**config.mk**
```make
export PLATFORM = sky130hd
export DESIGN_NAME = routerOutputStage
export DESIGN_NICKNAME = d
export VERILOG_FILES = /design/src/nocPkg.sv /design/src/arbPkg.sv /design/src/flitFifo.sv /design/src/holdTimer.sv /design/src/outputArbiter.sv /design/src/switchOutput.sv /design/src/routerOutputStage.sv
export SDC_FILE = /design/constraint.sdc
export NUM_CORES = 1
export LEC_CHECK = 0
export BUFFER_PORTS_ARGS = -buffer_cell sky130_fd_sc_hd__buf_2
export CAP_MARGIN = 20
export CORE_UTILIZATION = 57
export CTS_CLUSTER_DIAMETER = 100
export CTS_CLUSTER_SIZE = 25
export DETAILED_ROUTE_END_ITERATION = 8
export MAX_ROUTING_LAYER = met4
export PLACE_DENSITY_LB_ADDON = 0.1
export SYNTH_ARGS = -nofsm -noshare
export SYNTH_HDL_FRONTEND = slang
export SYNTH_SLANG_ARGS = --single-unit
```
**constraint.sdc**
```tcl
create_clock -name clk -period 8.5 [get_ports clk]
set_clock_uncertainty 0.05 [all_clocks]
set_input_delay 1.7 -clock clk [delete_from_list [all_inputs] [get_ports clk]]
set_output_delay 1.7 -clock clk [all_outputs]
set_load 0.05 [all_outputs]
```
**src/nocPkg.sv**
```systemverilog
package nocPkg;

  // five directions in the order L, N, E, W, S.
  localparam int numPorts = 5;

  typedef logic [2:0]  flitIdT;
  typedef logic [11:0] lengthT;
  typedef logic [15:0] payloadT;
  typedef logic [18:0] flitT;
  typedef logic [2:0]  portIdT;

  localparam flitIdT headerId = 3'd1;
  localparam flitIdT bodyId   = 3'd2;
  localparam flitIdT tailId   = 3'd3;

  // kind sits above the payload.
  function automatic flitIdT flitKind(input flitT flit);
    return flit[18:16];
  endfunction

  // hold budget rides in the low payload bits of a header.
  function automatic lengthT flitLength(input flitT flit);
    return flit[11:0];
  endfunction

  function automatic flitT makeFlit(input flitIdT kind, input payloadT payload);
    return {kind, payload};
  endfunction

endpackage

```
**src/arbPkg.sv**
```systemverilog
package arbPkg;
  import nocPkg::*;

  typedef enum logic [5:0] {
    idle   = 6'b000001,
    grantL = 6'b000010,
    grantN = 6'b000100,
    grantE = 6'b001000,
    grantW = 6'b010000,
    grantS = 6'b100000
  } arbStateT;

  function automatic arbStateT grantOf(input portIdT port);
    case (port)
      3'd0:    return grantL;
      3'd1:    return grantN;
      3'd2:    return grantE;
      3'd3:    return grantW;
      3'd4:    return grantS;
      default: return idle;
    endcase
  endfunction

  // idle maps to L, callers check for idle themselves.
  function automatic portIdT portOf(input arbStateT state);
    case (state)
      grantN:  return 3'd1;
      grantE:  return 3'd2;
      grantW:  return 3'd3;
      grantS:  return 3'd4;
      default: return 3'd0;
    endcase
  endfunction

endpackage

```
**src/flitFifo.sv**
```systemverilog
`timescale 1ns/1ps

module flitFifo
  import nocPkg::*;
#(
  parameter int fifoDepth = 4
)
(
  input  logic clk,
  input  logic rst,
  input  logic inValid,
  output logic inReady,
  input  flitT inFlit,
  output logic headValid,
  output flitT headFlit,
  input  logic pop
);

  localparam int ptrW = (fifoDepth > 1) ? $clog2(fifoDepth) : 1;
  localparam int cntW = $clog2(fifoDepth + 1);

  flitT mem [fifoDepth];
  logic [ptrW-1:0] wrPtr;
  logic [ptrW-1:0] rdPtr;
  logic [cntW-1:0] count;
  logic push;
  logic popEn;

  function automatic logic [ptrW-1:0] nextPtr(input logic [ptrW-1:0] ptr);
    return (ptr == ptrW'(fifoDepth - 1)) ? '0 : ptr + 1'b1;
  endfunction

  assign inReady   = (count != cntW'(fifoDepth));
  assign headValid = (count != '0);
  assign headFlit  = mem[rdPtr];
  assign push      = inValid && inReady;
  assign popEn     = pop && headValid;

  always_ff @(posedge clk)
  begin
    if (rst)
    begin
      wrPtr <= '0;
      rdPtr <= '0;
      count <= '0;
    end
    else
    begin
      if (push)
        wrPtr <= nextPtr(wrPtr);
      if (popEn)
        rdPtr <= nextPtr(rdPtr);
      // simultaneous push and pop leaves the count alone.
      if (push && !popEn)
        count <= count + 1'b1;
      else if (popEn && !push)
        count <= count - 1'b1;
    end
  end

  always_ff @(posedge clk)
  begin
    if (push)
      mem[wrPtr] <= inFlit;
  end

endmodule

```
**src/holdTimer.sv**
```systemverilog
`timescale 1ns/1ps

module holdTimer
  import nocPkg::*;
(
  input  logic clk,
  input  logic rst,
  input  logic headValid,
  input  flitT headFlit,
  input  logic run,
  output logic expired
);

  lengthT limit;
  lengthT count;

  always_ff @(posedge clk)
  begin
    if (rst)
    begin
      limit <= '0;
      count <= '0;
    end
    else
    begin
      if (headValid && flitKind(headFlit) == headerId)
        limit <= flitLength(headFlit);
      if (run)
        count <= count + 1'b1;
      else
        count <= '0;
    end
  end

  // at or past the limit, so a shorter header mid-grant still ends it.
  assign expired = (count >= limit);

endmodule

```
**src/outputArbiter.sv**
```systemverilog
`timescale 1ns/1ps

module outputArbiter
  import nocPkg::*;
  import arbPkg::*;
(
  input  logic                clk,
  input  logic                rst,
  input  logic [numPorts-1:0] headValid,
  input  flitT                headFlit [numPorts],
  output arbStateT            grantState
);

  arbStateT nextState;
  portIdT holder;
  portIdT startPort;
  portIdT candidate;
  logic keep;
  logic found;
  logic [numPorts-1:0] run;
  logic [numPorts-1:0] expired;

  for (genvar p = 0; p < numPorts; p++)
  begin : timerGen
    holdTimer timer0 (
      .clk       (clk),
      .rst       (rst),
      .headValid (headValid[p]),
      .headFlit  (headFlit[p]),
      .run       (run[p]),
      .expired   (expired[p])
    );

    // only counts while the holder stays on its own budget.
    assign run[p] = keep && (grantState == grantOf(portIdT'(p)));
  end

  always_ff @(posedge clk)
  begin
    if (rst)
      grantState <= idle;
    else
      grantState <= nextState;
  end

  assign holder = portOf(grantState);

  // search begins one past the holder, or at L from idle.
  always_comb
  begin
    if (grantState == idle)
      startPort = 3'd0;
    else if (holder == portIdT'(numPorts - 1))
      startPort = 3'd0;
    else
      startPort = holder + 1'b1;
  end

  always_comb
  begin
    nextState = idle;
    keep      = 1'b0;
    found     = 1'b0;
    candidate = '0;
    if (grantState != idle && headValid[holder] && !expired[holder])
    begin
      nextState = grantState;
      keep      = 1'b1;
    end
    else
    begin
      // the holder itself comes last in the cyclic order.
      for (int i = 0; i < numPorts; i++)
      begin
        candidate = portIdT'((int'(startPort) + i) % numPorts);
        if (!found && headValid[candidate])
        begin
          nextState = grantOf(candidate);
          found     = 1'b1;
        end
      end
    end
  end

endmodule

```
**src/switchOutput.sv**
```systemverilog
`timescale 1ns/1ps

module switchOutput
  import nocPkg::*;
  import arbPkg::*;
(
  input  arbStateT            grantState,
  input  logic [numPorts-1:0] headValid,
  input  flitT                headFlit [numPorts],
  output logic [numPorts-1:0] pop,
  output logic                outValid,
  input  logic                outReady,
  output flitT                outFlit,
  output portIdT              outPort
);

  portIdT sel;
  logic granted;
  logic transfer;

  assign sel     = portOf(grantState);
  assign granted = (grantState != idle);

  assign outValid = granted && headValid[sel];
  assign outFlit  = headFlit[sel];
  assign outPort  = sel;

  assign transfer = outValid && outReady;

  // only the granted buffer sees a pop.
  always_comb
  begin
    for (int p = 0; p < numPorts; p++)
      pop[p] = transfer && (sel == portIdT'(p));
  end

endmodule

```
**src/routerOutputStage.sv**
```systemverilog
`timescale 1ns/1ps

module routerOutputStage
  import nocPkg::*;
#(
  parameter int fifoDepth = 4
)
(
  input  logic                clk,
  input  logic                rst,
  input  logic [numPorts-1:0] inValid,
  output logic [numPorts-1:0] inReady,
  input  flitT                inFlit [numPorts],
  output logic                outValid,
  input  logic                outReady,
  output flitT                outFlit,
  output portIdT              outPort
);

  logic [numPorts-1:0] headValid;
  flitT headFlit [numPorts];
  logic [numPorts-1:0] pop;
  arbPkg::arbStateT grantState;

  // one input buffer per direction.
  for (genvar p = 0; p < numPorts; p++)
  begin : bufferGen
    flitFifo #(
      .fifoDepth (fifoDepth)
    ) fifo0 (
      .clk       (clk),
      .rst       (rst),
      .inValid   (inValid[p]),
      .inReady   (inReady[p]),
      .inFlit    (inFlit[p]),
      .headValid (headValid[p]),
      .headFlit  (headFlit[p]),
      .pop       (pop[p])
    );
  end

  outputArbiter arbiter0 (
    .clk        (clk),
    .rst        (rst),
    .headValid  (headValid),
    .headFlit   (headFlit),
    .grantState (grantState)
  );

  switchOutput switch0 (
    .grantState (grantState),
    .headValid  (headValid),
    .headFlit   (headFlit),
    .pop        (pop),
    .outValid   (outValid),
    .outReady   (outReady),
    .outFlit    (outFlit),
    .outPort    (outPort)
  );

endmodule

```
=== Word level (Yosys, flattened, before mapping) ===
Memories as Yosys holds them, arrays and structs flattened. A register that Yosys moved wholly into a read port is not among the register bits.
Index checks and enable logic that the tools add are counted.

* Bits in registers: 161
* Input port bits: 103
* RAM bits: 380
* Memories kept: 5

* Bitwise gates (word level): 6
* Add/subtract/negate cells: 30
* Div/mod/pow operators: 5
* Equal/unequal tests: 51
* Reductions and logical operators: 78
* Magnitude comparators: 12
* Multiplexer cells: 79

{| class="wikitable"
|+ Memory list
! name !! words !! width !! rd ports !! clocked after memory_dff !! write ports !! line !! RTL
|-
| bufferGen[0].fifo0.mem || 4 || 19 || 1 || 1 || 1 || flitFifo.sv:22 || <nowiki>flitT mem [fifoDepth];</nowiki>
|-
| bufferGen[1].fifo0.mem || 4 || 19 || 1 || 1 || 1 || flitFifo.sv:22 ||
|-
| bufferGen[2].fifo0.mem || 4 || 19 || 1 || 1 || 1 || flitFifo.sv:22 ||
|-
| bufferGen[3].fifo0.mem || 4 || 19 || 1 || 1 || 1 || flitFifo.sv:22 ||
|-
| bufferGen[4].fifo0.mem || 4 || 19 || 1 || 1 || 1 || flitFifo.sv:22 ||
|}

{| class="wikitable"
|+ Operators with widths
! kind !! number
|-
| $pmux 6 s5 || 5
|-
| $mod 32x4->32 const B || 4
|-
| $add 12x1->12 const B || 5
|-
| $ge 12x12->1 || 5
|-
| $bmux 19 s3 || 1
|-
| $logic_and 1x1->1 || 42
|-
| $mux 2 || 20
|-
| $mux 19 || 2
|-
| $eq 3x2->1 const B || 12
|-
| $mux 3 || 12
|-
| $eq 3x1->1 const B || 11
|-
| $mod 4x4->32 const B || 1
|-
| $mux 6 || 5
|-
| $mux 1 || 26
|-
| $lt 3x4->1 const B || 6
|-
| $bmux 1 s3 || 7
|-
| $add 2x1->2 const B || 10
|-
| $eq 2x2->1 const B || 10
|-
| $add 3x1->3 const B || 6
|-
| $eq 3x3->1 const B || 6
|-
| $logic_not 3->1 || 6
|-
| $logic_not 1->1 || 15
|-
| $ne 3x3->1 const B || 5
|-
| $reduce_bool 3->1 || 5
|-
| 17 further kinds || 34
|}

=== Longest topological paths before layout ===
Gate-level depths: netlist (run 1).

* Word-level depth: 25
* Depth in mapped cells: 32
* Depth with buffers taken out: 26

=== Hierarchy ===
Synthesis (run 1) repeated with hierarchy kept, for this count alone.

* Cell total of the unflattened synthesis: 1,970
* Area, all modules: 25,509.5 µm²

{| class="wikitable"
|+ By module, submodules not included
! module !! instances !! area each (µm²) !! seq. area each (µm²) !! cells each
|-
| flitFifo || 5 || 3,218.1 || 2,462.4 || 147
|-
| holdTimer || 5 || 1,224.9 || 480.5 || 148
|-
| outputArbiter || 1 || 2,522.4 || 120.1 || 371
|-
| switchOutput || 1 || 772.0 || 0.0 || 124
|}

=== Worst setup path before layout (run 1) ===
OpenSTA, ideal clock, no wires.

* Path kind: flip-flop to flip-flop
* Start: register arbiter0.grantState[4]
* End: register arbiter0.grantState[2]
* Arrival time: 6.726 ns
* Data required time: 8.359 ns
* Stages on the path, launching flop included: 33
* Clock period less this slack: 6.867 ns
* Slack: 1.633 ns
* Path through: dfxtp_1 buf_2 xor2_1 nand2_1 buf_1 clkbuf_1 buf_1 ha_1 nand3b_1 a21oi_2 nor2_4 inv_2 buf_2 buf_1 ha_1 inv_1 ha_1 inv_1 ha_1 or3_1 a21o_1 a41oi_2 nor2_1 ha_1 nand2b_1 a21boi_0 mux2i_1 a21o_1 o221a_2 nand3b_1 nor4_2 nand3b_1 a311oi_1

* Word-level cells in the longest chain between the ends: 25
* Elaborated cells on any way between the ends: 88
* Those cells by class: 5 x add/sub; 5 x div; 27 x eq/ne; 35 x mux; 16 x reduce/logical

{| class="wikitable"
|+ Ends and longest elaborated chain
! item !! line !! RTL
|-
| from (decl) || outputArbiter.sv:11 || <nowiki>output arbStateT grantState</nowiki>
|-
| from (signal assigned) || outputArbiter.sv:41 || <nowiki>grantState <= idle;</nowiki>
|-
| from (signal assigned) || outputArbiter.sv:43 || <nowiki>grantState <= nextState;</nowiki>
|-
| parallel branches: the longest is 25 deep, another holds $mod 32x4->32 || n/a ||
|}

Parallel ways; which one is timed is not known. The select of a mux whose other input is x is not followed.
A chain may end at the register's enable or synchronous reset.

=== Worst setup path after layout (run 1) ===
* Start: register arbiter0.grantState[5]
* End: register arbiter0.grantState[3]

Same word-level chain as after synthesis.

==> results.toml, run 1 <==
[status]
status = "finished clean"

[hold_path]
min_path_type = "reg -> reg"
holdPathEnd = "arbiter0.timerGen[0].timer0.count[0]"
hp-start = "arbiter0.timerGen[0].timer0.count[0]"
holdPathStages = 1

[critical_path]
reg2reg_slack_ns = 1.11
max_stage_delay_ns = 0.62
start_kind = "flop"
worstSetupEndpointType = "flop"
critPathKind = "reg -> reg"
cp_max_fo = 26
r2r_cells = 27
reg2reg_from = "arbiter0.grantState[5]"
crit_path_frequent_cell = "ha_1"
slowest_stage = "a21oi_2"
r2r-end = "arbiter0.grantState[3]"
critPathArrivalTime_ns = 7.85
crit_required_ns = 8.95

[routing]
drt_iter0_markers = 1279
drtPass1Iterations = 5
routed.top_layer = "met4"
route.detailed.drc = 0
ant_nets = 0
met2_length_mm = 27.0
routed-wl-met3_mm = 3.31
vias = 15306
wire_per_inst_um = 21.1
wl_met1_mm = 24.0
wirelength_mm = 56.0
via_per_inst = 5.77

[sta]
tns_ns = 0
min_period_ns = 7.39
rsz0062_at_grt = "no"
tightest_slew_ns = 1.04
maxSlewHeadroom_pct = 30.3
finalCritPeriodShare_pct = 87.0
hold_slack_ns = 0.424
hold_violations = 0
finalSetupViolCount = 0
fmaxAchievable_ghz = 0.135
drv_slew = 0

[power]
p_leak_nw = 9.55
ir_worst_vdd_uv = 192
total_power_mw = 7.47
power_density_nw_per_um2 = 277

[synth]
avgSynthCellArea_um2 = 12.8
synth_area_um2 = 24900
yosys_warnings = 0
synth-seq-area-share_pct = 59.5
synth_cell_types = 85
postSynth.asyncResetShare_pct = 0
synthesis.nets = 2182
yosys_most_used_dff = "edfxtp_1"
synth-edff-count = 380
netlist_instances = 1950
ys_ff_latch = 551

[cts]
cts_buffers = 26
cts_tree = "built"
clkSlewWorstSetupHoldPaths_ns = 0.10
clk_latency_ns = 0.60
post_cts_buffers = 0
cts_max_level = 1
hold_buffers = 0
clock_sinks = 551
cts_root_buf = "clkbuf_16"
clock_path_buffers = 3
cts_resized = 0

[cells_and_area]
seqCellArea_um2 = 14800
multi_input_area_um2 = 9320
mostFrequentLayoutCell = "edfxtp_1"
final_nets = 2274
fillers = 3300
final_cell_mix = "edfxtp_1, nor2_1, dfxtp_1"
syn2layout_area_growth_pct = 8.05
layout-drive-gt1-share_pct = 15.1

[floorplan]
placementRows = 76
pin_count = 131
die_area_um2 = 44500
start_util_pct = 57.8
fp.dieW_um = 211
core_um2 = 43100
die_h_um = 211

[global_route]
grtUsageTotal_pct = 26.1
grt-ovfl-total = 0
grt_pass1_wl_mm = 84.9
grt_pass1_vias = 14775
grt_max_degree = 78
antenna_found_initial = 6

[placement]
gp_congestion = 0.930
dp_hpwl_mm = 40.6
numPortBuffers = 130

[job]
max_cap_viol_count = 0
-- cells by family (layout without fill, tap and decap cells) --
kind of cell	after synthesis	count (layout)	synth area share [%]
simple gates	608	608	11.2
xor+xnor	67	67	2.36
fa+ha+maj	129	129	6.63
buf+inv	199	311	3.19
flops	551	551	59.5
other cells	0	6	0
mux	129	129	10.0
compound gates	267	267	7.10
-- power by group --
part	leakage, nW	internal (mW)	switching [mW]
Combinational	4.31	0.941	1.91
Clock	0.374	0.621	0.821
Sequential	4.87	3.09	0.0865
Total	9.55	4.65	2.82
-- Yosys cell counts (all sizes together), types with 4 or more instances --
cell	number	area, um^2
o21a	7	52.6
a21boi	8	60.1
inv	111	417
o31ai	8	78.8
fa	5	100
nor3b	11	82.6
nor4b	5	43.8
nor3	20	100
nor2	285	1080
and3	46	288
dfxtp	171	3420
nand2b	7	43.8
buf	27	150
a221oi	9	96.4
o221ai	14	123
xnor2	24	210
a41oi	5	51.3
mux4	96	2160
a31oi	21	138
ha	124	1550
a22oi	4	30.0
a311oi	4	35.0
o211ai	6	50.1
nor4	11	75.1
or3	13	81.3
o21ai	41	205
xor2	43	377
a21oi	103	519
nand2	121	454
a211oi	4	35.0
nor2b	6	37.5
nand3b	7	52.6
a21o	11	90.1
mux2i	31	310
or2	6	40.0
nand3	48	245
or4	4	33.8
edfxtp	380	11400
clkbuf	60	225
nand4	12	75.1
-- flip-flops by register name (all words and copies together) (netlist names), named ones only --
register,flops
bufferGen.fifo0.mem,380
arbiter0.timerGen.timer0.count,60
arbiter0.timerGen.timer0.limit,60
bufferGen.fifo0.count,15
bufferGen.fifo0.rdPtr,10
bufferGen.fifo0.wrPtr,10
arbiter0.grantState,6
-- worst max-delay path by stage --
stage | startpoint | endpoint | slack, ns | cells after the start
detailed placement | arbiter0.grantState[5] | arbiter0.grantState[3] | 1.24 | 27
CTS | arbiter0.grantState[5] | arbiter0.grantState[3] | 1.19 | 27
finish | arbiter0.grantState[5] | arbiter0.grantState[3] | 1.11 | 27
floorplan | arbiter0.grantState[4] | arbiter0.grantState[2] | 1.63 | 32
global route | arbiter0.grantState[5] | arbiter0.grantState[3] | 0.51 | 27
global placement | arbiter0.grantState[5] | arbiter0.grantState[2] | 1.29 | 27
-- metal layers --
layer  vias to the layer above  GRT usage (%)
met5                         -              -
met4                         0           8.02
met3                        63           3.52
met2                       413           41.7
met1                      7480           34.9
li1                       7350              -
-- per-stage QoR --
step                      utilization (%)  instance area, um^2  std cells  worst slack [ns]
after floorplan                         -                24900       1950              1.63
after global placement               60.6                26100       2599              1.29
after detailed placement             60.6                26100       2599              1.24
after CTS                            62.5                26900       2647              1.19
after global routing                 62.5                26900       2652             0.514
final                                62.5                26900       2653              1.11
-- critical path, delay by kind of cell (launching register included) --
kind / cells / cell delay (ns)
mux: 1 / 0.27
compound gates: 8 / 2.39
simple gates: 9 / 1.92
fa+ha+maj: 5 / 1.31
flops: 1 / 0.48
buf+inv: 4 / 0.85
-- final cells by class --
| type | instances | share of cell area, % |
|---|---|---|
| inverters | 112 | 1.56 |
| flip-flops and latches | 551 | 55.1 |
| well taps | 585 | 2.72 |
| clock buffers | 44 | 2.67 |
| repair buffers | 151 | 3.01 |
| multi-input cells | 1200 | 34.6 |
| clock inverters | 4 | 0.265 |
| diodes | 6 | 0.0558 |
Power figures use the tool's default switching activity.
==> inputs of run 2 (changes only) <==
clock period = 7 ns   (was 8.5 ns; I/O delays follow)
==> run 2 against run 1 <==
  * Clock power rose by 19%
  * Worst hold slack improved by 0.0017 ns
  * Register-to-register slack worse by 0.66 ns
  * Via count grew 0.63%
  * Clock-buffer cell count is 2 higher
  * Fmax up 13%
  * First-iteration DRC count fell by 1.5%
  * Sequential power increased by 21%
  * Sequential share of layout area shrank 0.37 points
  * Critical path type unchanged
  * Largest power group unchanged
==> results.toml, run 2 (synthesized netlist as in run 1, its figures left out) <==
[cts]
cts_buffers = 26
clkSlewWorstSetupHoldPaths_ns = 0.10
hold_buffers = 0
cts_max_level = 1
cts_root_buf = "clkbuf_16"
clk_latency_ns = 0.59
cts_tree = "built"
clock_sinks = 551
clock_path_buffers = 3

[sta]
finalCritPeriodShare_pct = 93.7
min_period_ns = 6.56
tns_ns = 0
tightest_slew_ns = 1.08
maxSlewHeadroom_pct = 27.6
fmaxAchievable_ghz = 0.152
hold_violations = 0
drv_slew = 0
finalSetupViolCount = 0
rsz0062_at_grt = "no"
layout_setup_ws_ns = 0.442

[power]
netSwitchingFraction_pct = 37.7
combPwrFrac_pct = 38.8
power_density_nw_per_um2 = 336
p_int_mw = 5.67
p_leak_nw = 9.61
p_sw_mw = 3.44
ir_worst_vdd_uv = 334
pwr-share-seq_pct = 42.3
clockPowerShare_pct = 18.9

[placement]
gp_congestion = 0.892
numPortBuffers = 130
dpl_worst_slack_ns = 0.263
dp_hpwl_mm = 40.0
dpl_cell_area_um2 = 26100

[hold_path]
min_path_type = "reg -> reg"

[routing]
wirelength_mm = 56.1
ant_nets = 0
via_per_inst = 5.78
vias = 15403
route.detailed.drc = 0
drt_iter0_markers = 1260
wire_per_inst_um = 21.1
drtPass1Iterations = 5

[global_route]
grt_max_degree = 80
grt-ovfl-total = 0
grt_pass1_wl_mm = 85.0
antenna_found_initial = 5
grt_pass1_vias = 14793
grtUsageTotal_pct = 26.1

[critical_path]
critPathKind = "reg -> reg"
worstSetupEndpointType = "flop"
cp_max_fo = 18
start_kind = "flop"
crit_required_ns = 7.45
critPathArrivalTime_ns = 7.00

[cells_and_area]
largest_register_ffs = 380
final_cell_area_um2 = 27100
mostFrequentLayoutCell = "edfxtp_1"
regMostFlops = "bufferGen.fifo0.mem"
final_nets = 2285
reg_top3 = "bufferGen.fifo0.mem x380, arbiter0.timerGen.timer0.count x60, arbiter0.timerGen.timer0.limit x60"
layout-drive-gt1-share_pct = 15.7
final_cell_mix = "edfxtp_1, nor2_1, dfxtp_1"
syn2layout_area_growth_pct = 8.77

[job]
max_cap_viol_count = 0

[floorplan]
fp.dieW_um = 211
start_util_pct = 57.8
core_um2 = 43100
die_area_um2 = 44500
placementRows = 76
die_h_um = 211
pin_count = 131

[status]
status = "finished clean"
run 2: cell type report:
cell class	count	area (um^2)
clock buffer	46	736
timing repair buffer	162	973
antenna	5	12.5
sequential	551	14800
clock inverter	2	46.3
fill	3378	16000
multi-input combinational	1200	9340
tap	585	732
inverter	112	425
run 2: final timing paths:
path,startpoint,to,slack (ns),cells past startpoint
max,arbiter0.grantState[5],arbiter0.grantState[4],0.44,25
min,arbiter0.timerGen[0].timer0.count[0],arbiter0.timerGen[0].timer0.count[0],0.43,1
max reg2reg,arbiter0.grantState[5],arbiter0.grantState[4],0.44,25
min reg2reg,arbiter0.timerGen[0].timer0.count[0],arbiter0.timerGen[0].timer0.count[0],0.43,1
run 2: routing by layer:
layer	vias to the layer above	track usage (%)	wire length, um
met5	-	-	0
met4	0	10.8	2490
met3	93	3.24	2650
met2	381	41.3	26700
met1	7573	34.4	24300
li1	7356	-	-
run 2: repair_timing:
action | CTS | global route
gates resized for setup | 0 | 7
setup endpoints to repair | 0 | 6
buffers inserted | 0 | 3
endpoints found under the hold margin | 0 | 0
run 2: per-stage QoR:
stage	std cells	total power, mW	utilization (%)	hold slack (ns)
2_1_floorplan	1950	6.36	-	0.380
3_3_place_gp	2603	7.31	60.7	0.399
3_5_place_dp	2603	7.35	60.7	0.406
4_1_cts	2651	9.05	62.5	0.432
5_1_grt	2663	9.55	62.9	0.464
6_report	2663	9.11	62.9	0.426
run 2: power by group through the flow:
| stage | clock network [mW] | logic (mW) | registers, mW |
|---|---|---|---|
| 2_1_floorplan | 0 | 2.47 | 3.89 |
| 3_3_place_gp | 0 | 3.40 | 3.91 |
| 3_5_place_dp | 0 | 3.42 | 3.93 |
| 4_1_cts | 1.76 | 3.44 | 3.86 |
| 5_1_grt | 1.85 | 3.82 | 3.88 |
| 6_report | 1.72 | 3.53 | 3.85 |
run 2: worst max-delay path, cell delays in order, from the launching register on:
cell        delay (ns)
dfxtp_1           0.38
or3_1             0.47
or3_1             0.43
clkinv_2          0.25
ha_1              0.19
a21o_2            0.30
clkinvlp_4        0.27
ha_1              0.30
nand2_1           0.13
o31ai_4           0.08
a221oi_4          0.34
ha_1              0.24
nand2_1           0.11
nor3b_1           0.19
a221oi_1          0.29
nand3_2           0.22
ha_1              0.23
nand2b_1          0.15
nand4_1           0.11
o31ai_2           0.10
or2_4             0.27
o2111ai_1         0.21
o211ai_2          0.22
or2_1             0.29
or3_1             0.37
a311oi_1          0.28
==> inputs of run 3 (changes only) <==
GPL_TIMING_DRIVEN = 0   (was unset)
SETUP_SLACK_MARGIN = 0.2   (was unset)
==> run 3 against run 2 <==
  * Total power grew 4.2%
  * Clock-buffer cell count is the same
  * First-iteration DRC count rose by 11%
  * Routed wire length increased by 5.0%
  * Register-to-register slack is essentially flat
  * Sequential share of layout area down 0.82 points
  * Critical path depth fell by 1
  * Non-clock buffer count grew 72
  * Fmax grew 0.22%
  * Critical path type unchanged
  * Critical endpoint is now arbiter0.grantState[2]
  * Largest power group is now combinational cells
==> results.toml, run 3 (synthesized netlist as in run 1, its figures left out) <==
[sta]
finalSetupViolCount = 0
fmaxAchievable_ghz = 0.153
min_period_ns = 6.54
drv_slew = 0
tns_ns = 0
maxSlewHeadroom_pct = 26.0
hold_violations = 0
rsz0062_at_grt = "no"
tightest_slew_ns = 1.11
layout_setup_ws_ns = 0.456
finalCritPeriodShare_pct = 93.5

[critical_path]
start_kind = "flop"
slowest_stage = "dfxtp_4"
crit_buf_inv = 6
crit_required_ns = 7.46
r2r_cells = 24
reg2reg_from = "arbiter0.grantState[5]"
crit_chain = "nor4_1, nand2_2, inv_2, buf_2, clkbuf_4, buf_4, ha_1, ha_1, nor2_4, ha_1, clkbuf_1, clkbuf_2, o21ai_0, nand2_1, xnor2_1, ha_1, or2_2, mux2_2, a22oi_1, mux2i_1, nand3b_1, nor4_4, nand3b_1, a311oi_2"
cp_max_fo = 12
worstSetupEndpointType = "flop"
cp_top_family = "simple AND/OR/NAND/NOR gates"
critPathKind = "reg -> reg"
r2r-end = "arbiter0.grantState[2]"
max_stage_delay_ns = 0.39
reg2reg_slack_ns = 0.46
crit_path_frequent_cell = "ha_1"
critPathArrivalTime_ns = 7.00

[cts]
clock_path_buffers = 3
clk_latency_ns = 0.61
cts_buffers = 26
cts_tree = "built"
cts_root_buf = "clkbuf_16"
clkSlewWorstSetupHoldPaths_ns = 0.11
cts_max_level = 1
clock_sinks = 551
hold_buffers = 0

[placement]
dp_hpwl_mm = 43.2
numPortBuffers = 130
dpl_cell_area_um2 = 26300
dp_cells = 2667
dpl_worst_slack_ns = -1.80
gp_congestion = 0.927

[floorplan]
die_h_um = 211
fp.dieW_um = 211
pin_count = 131
die_area_um2 = 44500
start_util_pct = 57.8
core_um2 = 43100
placementRows = 76

[cells_and_area]
regMostFlops = "bufferGen.fifo0.mem"
multi_input_area_um2 = 9490
layout-drive-gt1-share_pct = 16.6
final_nets = 2357
reg_top3 = "bufferGen.fifo0.mem x380, arbiter0.timerGen.timer0.count x60, arbiter0.timerGen.timer0.limit x60"
syn2layout_area_growth_pct = 10.5
mostFrequentLayoutCell = "edfxtp_1"
fillers = 3343
seqCellArea_um2 = 14800
layout.cells.non_filler = 2738
final_cell_mix = "edfxtp_1, nor2_1, dfxtp_1"
largest_register_ffs = 380
final_cell_area_um2 = 27500

[global_route]
grtUsageTotal_pct = 27.3
grt_pass1_wl_mm = 89.1
use_met3_pct = 3.37
grt_max_degree = 27
use_met2_pct = 45.5
grt_pass1_vias = 15667
busiest_layer = "met2"
antenna_found_initial = 9
met1_usage_pct = 35.2
grt-ovfl-total = 0

[routing]
route.detailed.drc = 0
wire_per_inst_um = 21.5
drtPass1Iterations = 7
vias = 15965
wirelength_mm = 58.9
via_per_inst = 5.83
ant_nets = 0
drt_iter0_markers = 1396

[power]
power_density_nw_per_um2 = 345
p_leak_nw = 9.74
ir_worst_vdd_uv = 284

[status]
status = "finished clean"

[hold_path]
holdPathStages = 1
holdPathEnd = "arbiter0.timerGen[3].timer0.count[0]"
min_path_type = "reg -> reg"
hp-start = "arbiter0.timerGen[3].timer0.count[0]"

[job]
max_cap_viol_count = 0
## run 3: timing repair
| item | CTS | global route |
|---|---|---|
| setup endpoints to repair | 6 | 6 |
| buffers inserted | 8 | 6 |
| pin swaps | 4 | 10 |
| resized for setup | 46 | 36 |
| endpoints found under the hold margin | 0 | 0 |
## run 3: per-stage QoR
stage               util, %  hold WS [ns]  total power, mW
CTS                    63.4         0.434             9.30
global route           63.9         0.466             9.93
floorplan                 -         0.380             6.36
finish                 63.9         0.436             9.49
global placement       61.0         0.394             7.33
detailed placement     61.1         0.413             7.41
## run 3: worst max path at each step
stage / start / endpoint / slack [ns] / cells past startpoint
4_1_cts: arbiter0.grantState[5] / arbiter0.grantState[4] / 0.21 / 31
3_5_place_dp: arbiter0.grantState[4] / arbiter0.grantState[4] / -1.80 / 32
3_3_place_gp: arbiter0.grantState[4] / arbiter0.grantState[2] / -1.70 / 32
2_1_floorplan: arbiter0.grantState[4] / arbiter0.grantState[2] / 0.30 / 32
6_report: arbiter0.grantState[5] / arbiter0.grantState[2] / 0.46 / 24
5_1_grt: arbiter0.grantState[4] / arbiter0.grantState[2] / 0.17 / 32
## run 3: cell type report
class | instances | area share (%)
plain buffers | 87 | 1.65
flip-flops and latches | 551 | 53.9
well taps | 585 | 2.66
clock inverters | 2 | 0.123
multi-input cells | 1200 | 34.5
repair buffers | 147 | 2.83
diodes | 8 | 0.0727
inverters | 112 | 1.55
clock buffers | 46 | 2.71
## run 3: report_power, final
group | internal [mW] | switching, mW
clock | 0.739 | 1.01
sequential | 3.75 | 0.0998
combinational | 1.39 | 2.51
total | 5.87 | 3.62
## run 3: layer usage
metal	part of all wire [%]	vias up
met3	5.6	106
met5	0	-
met1	42	7891
met2	50	466
li1	-	7502
met4	3.1	0
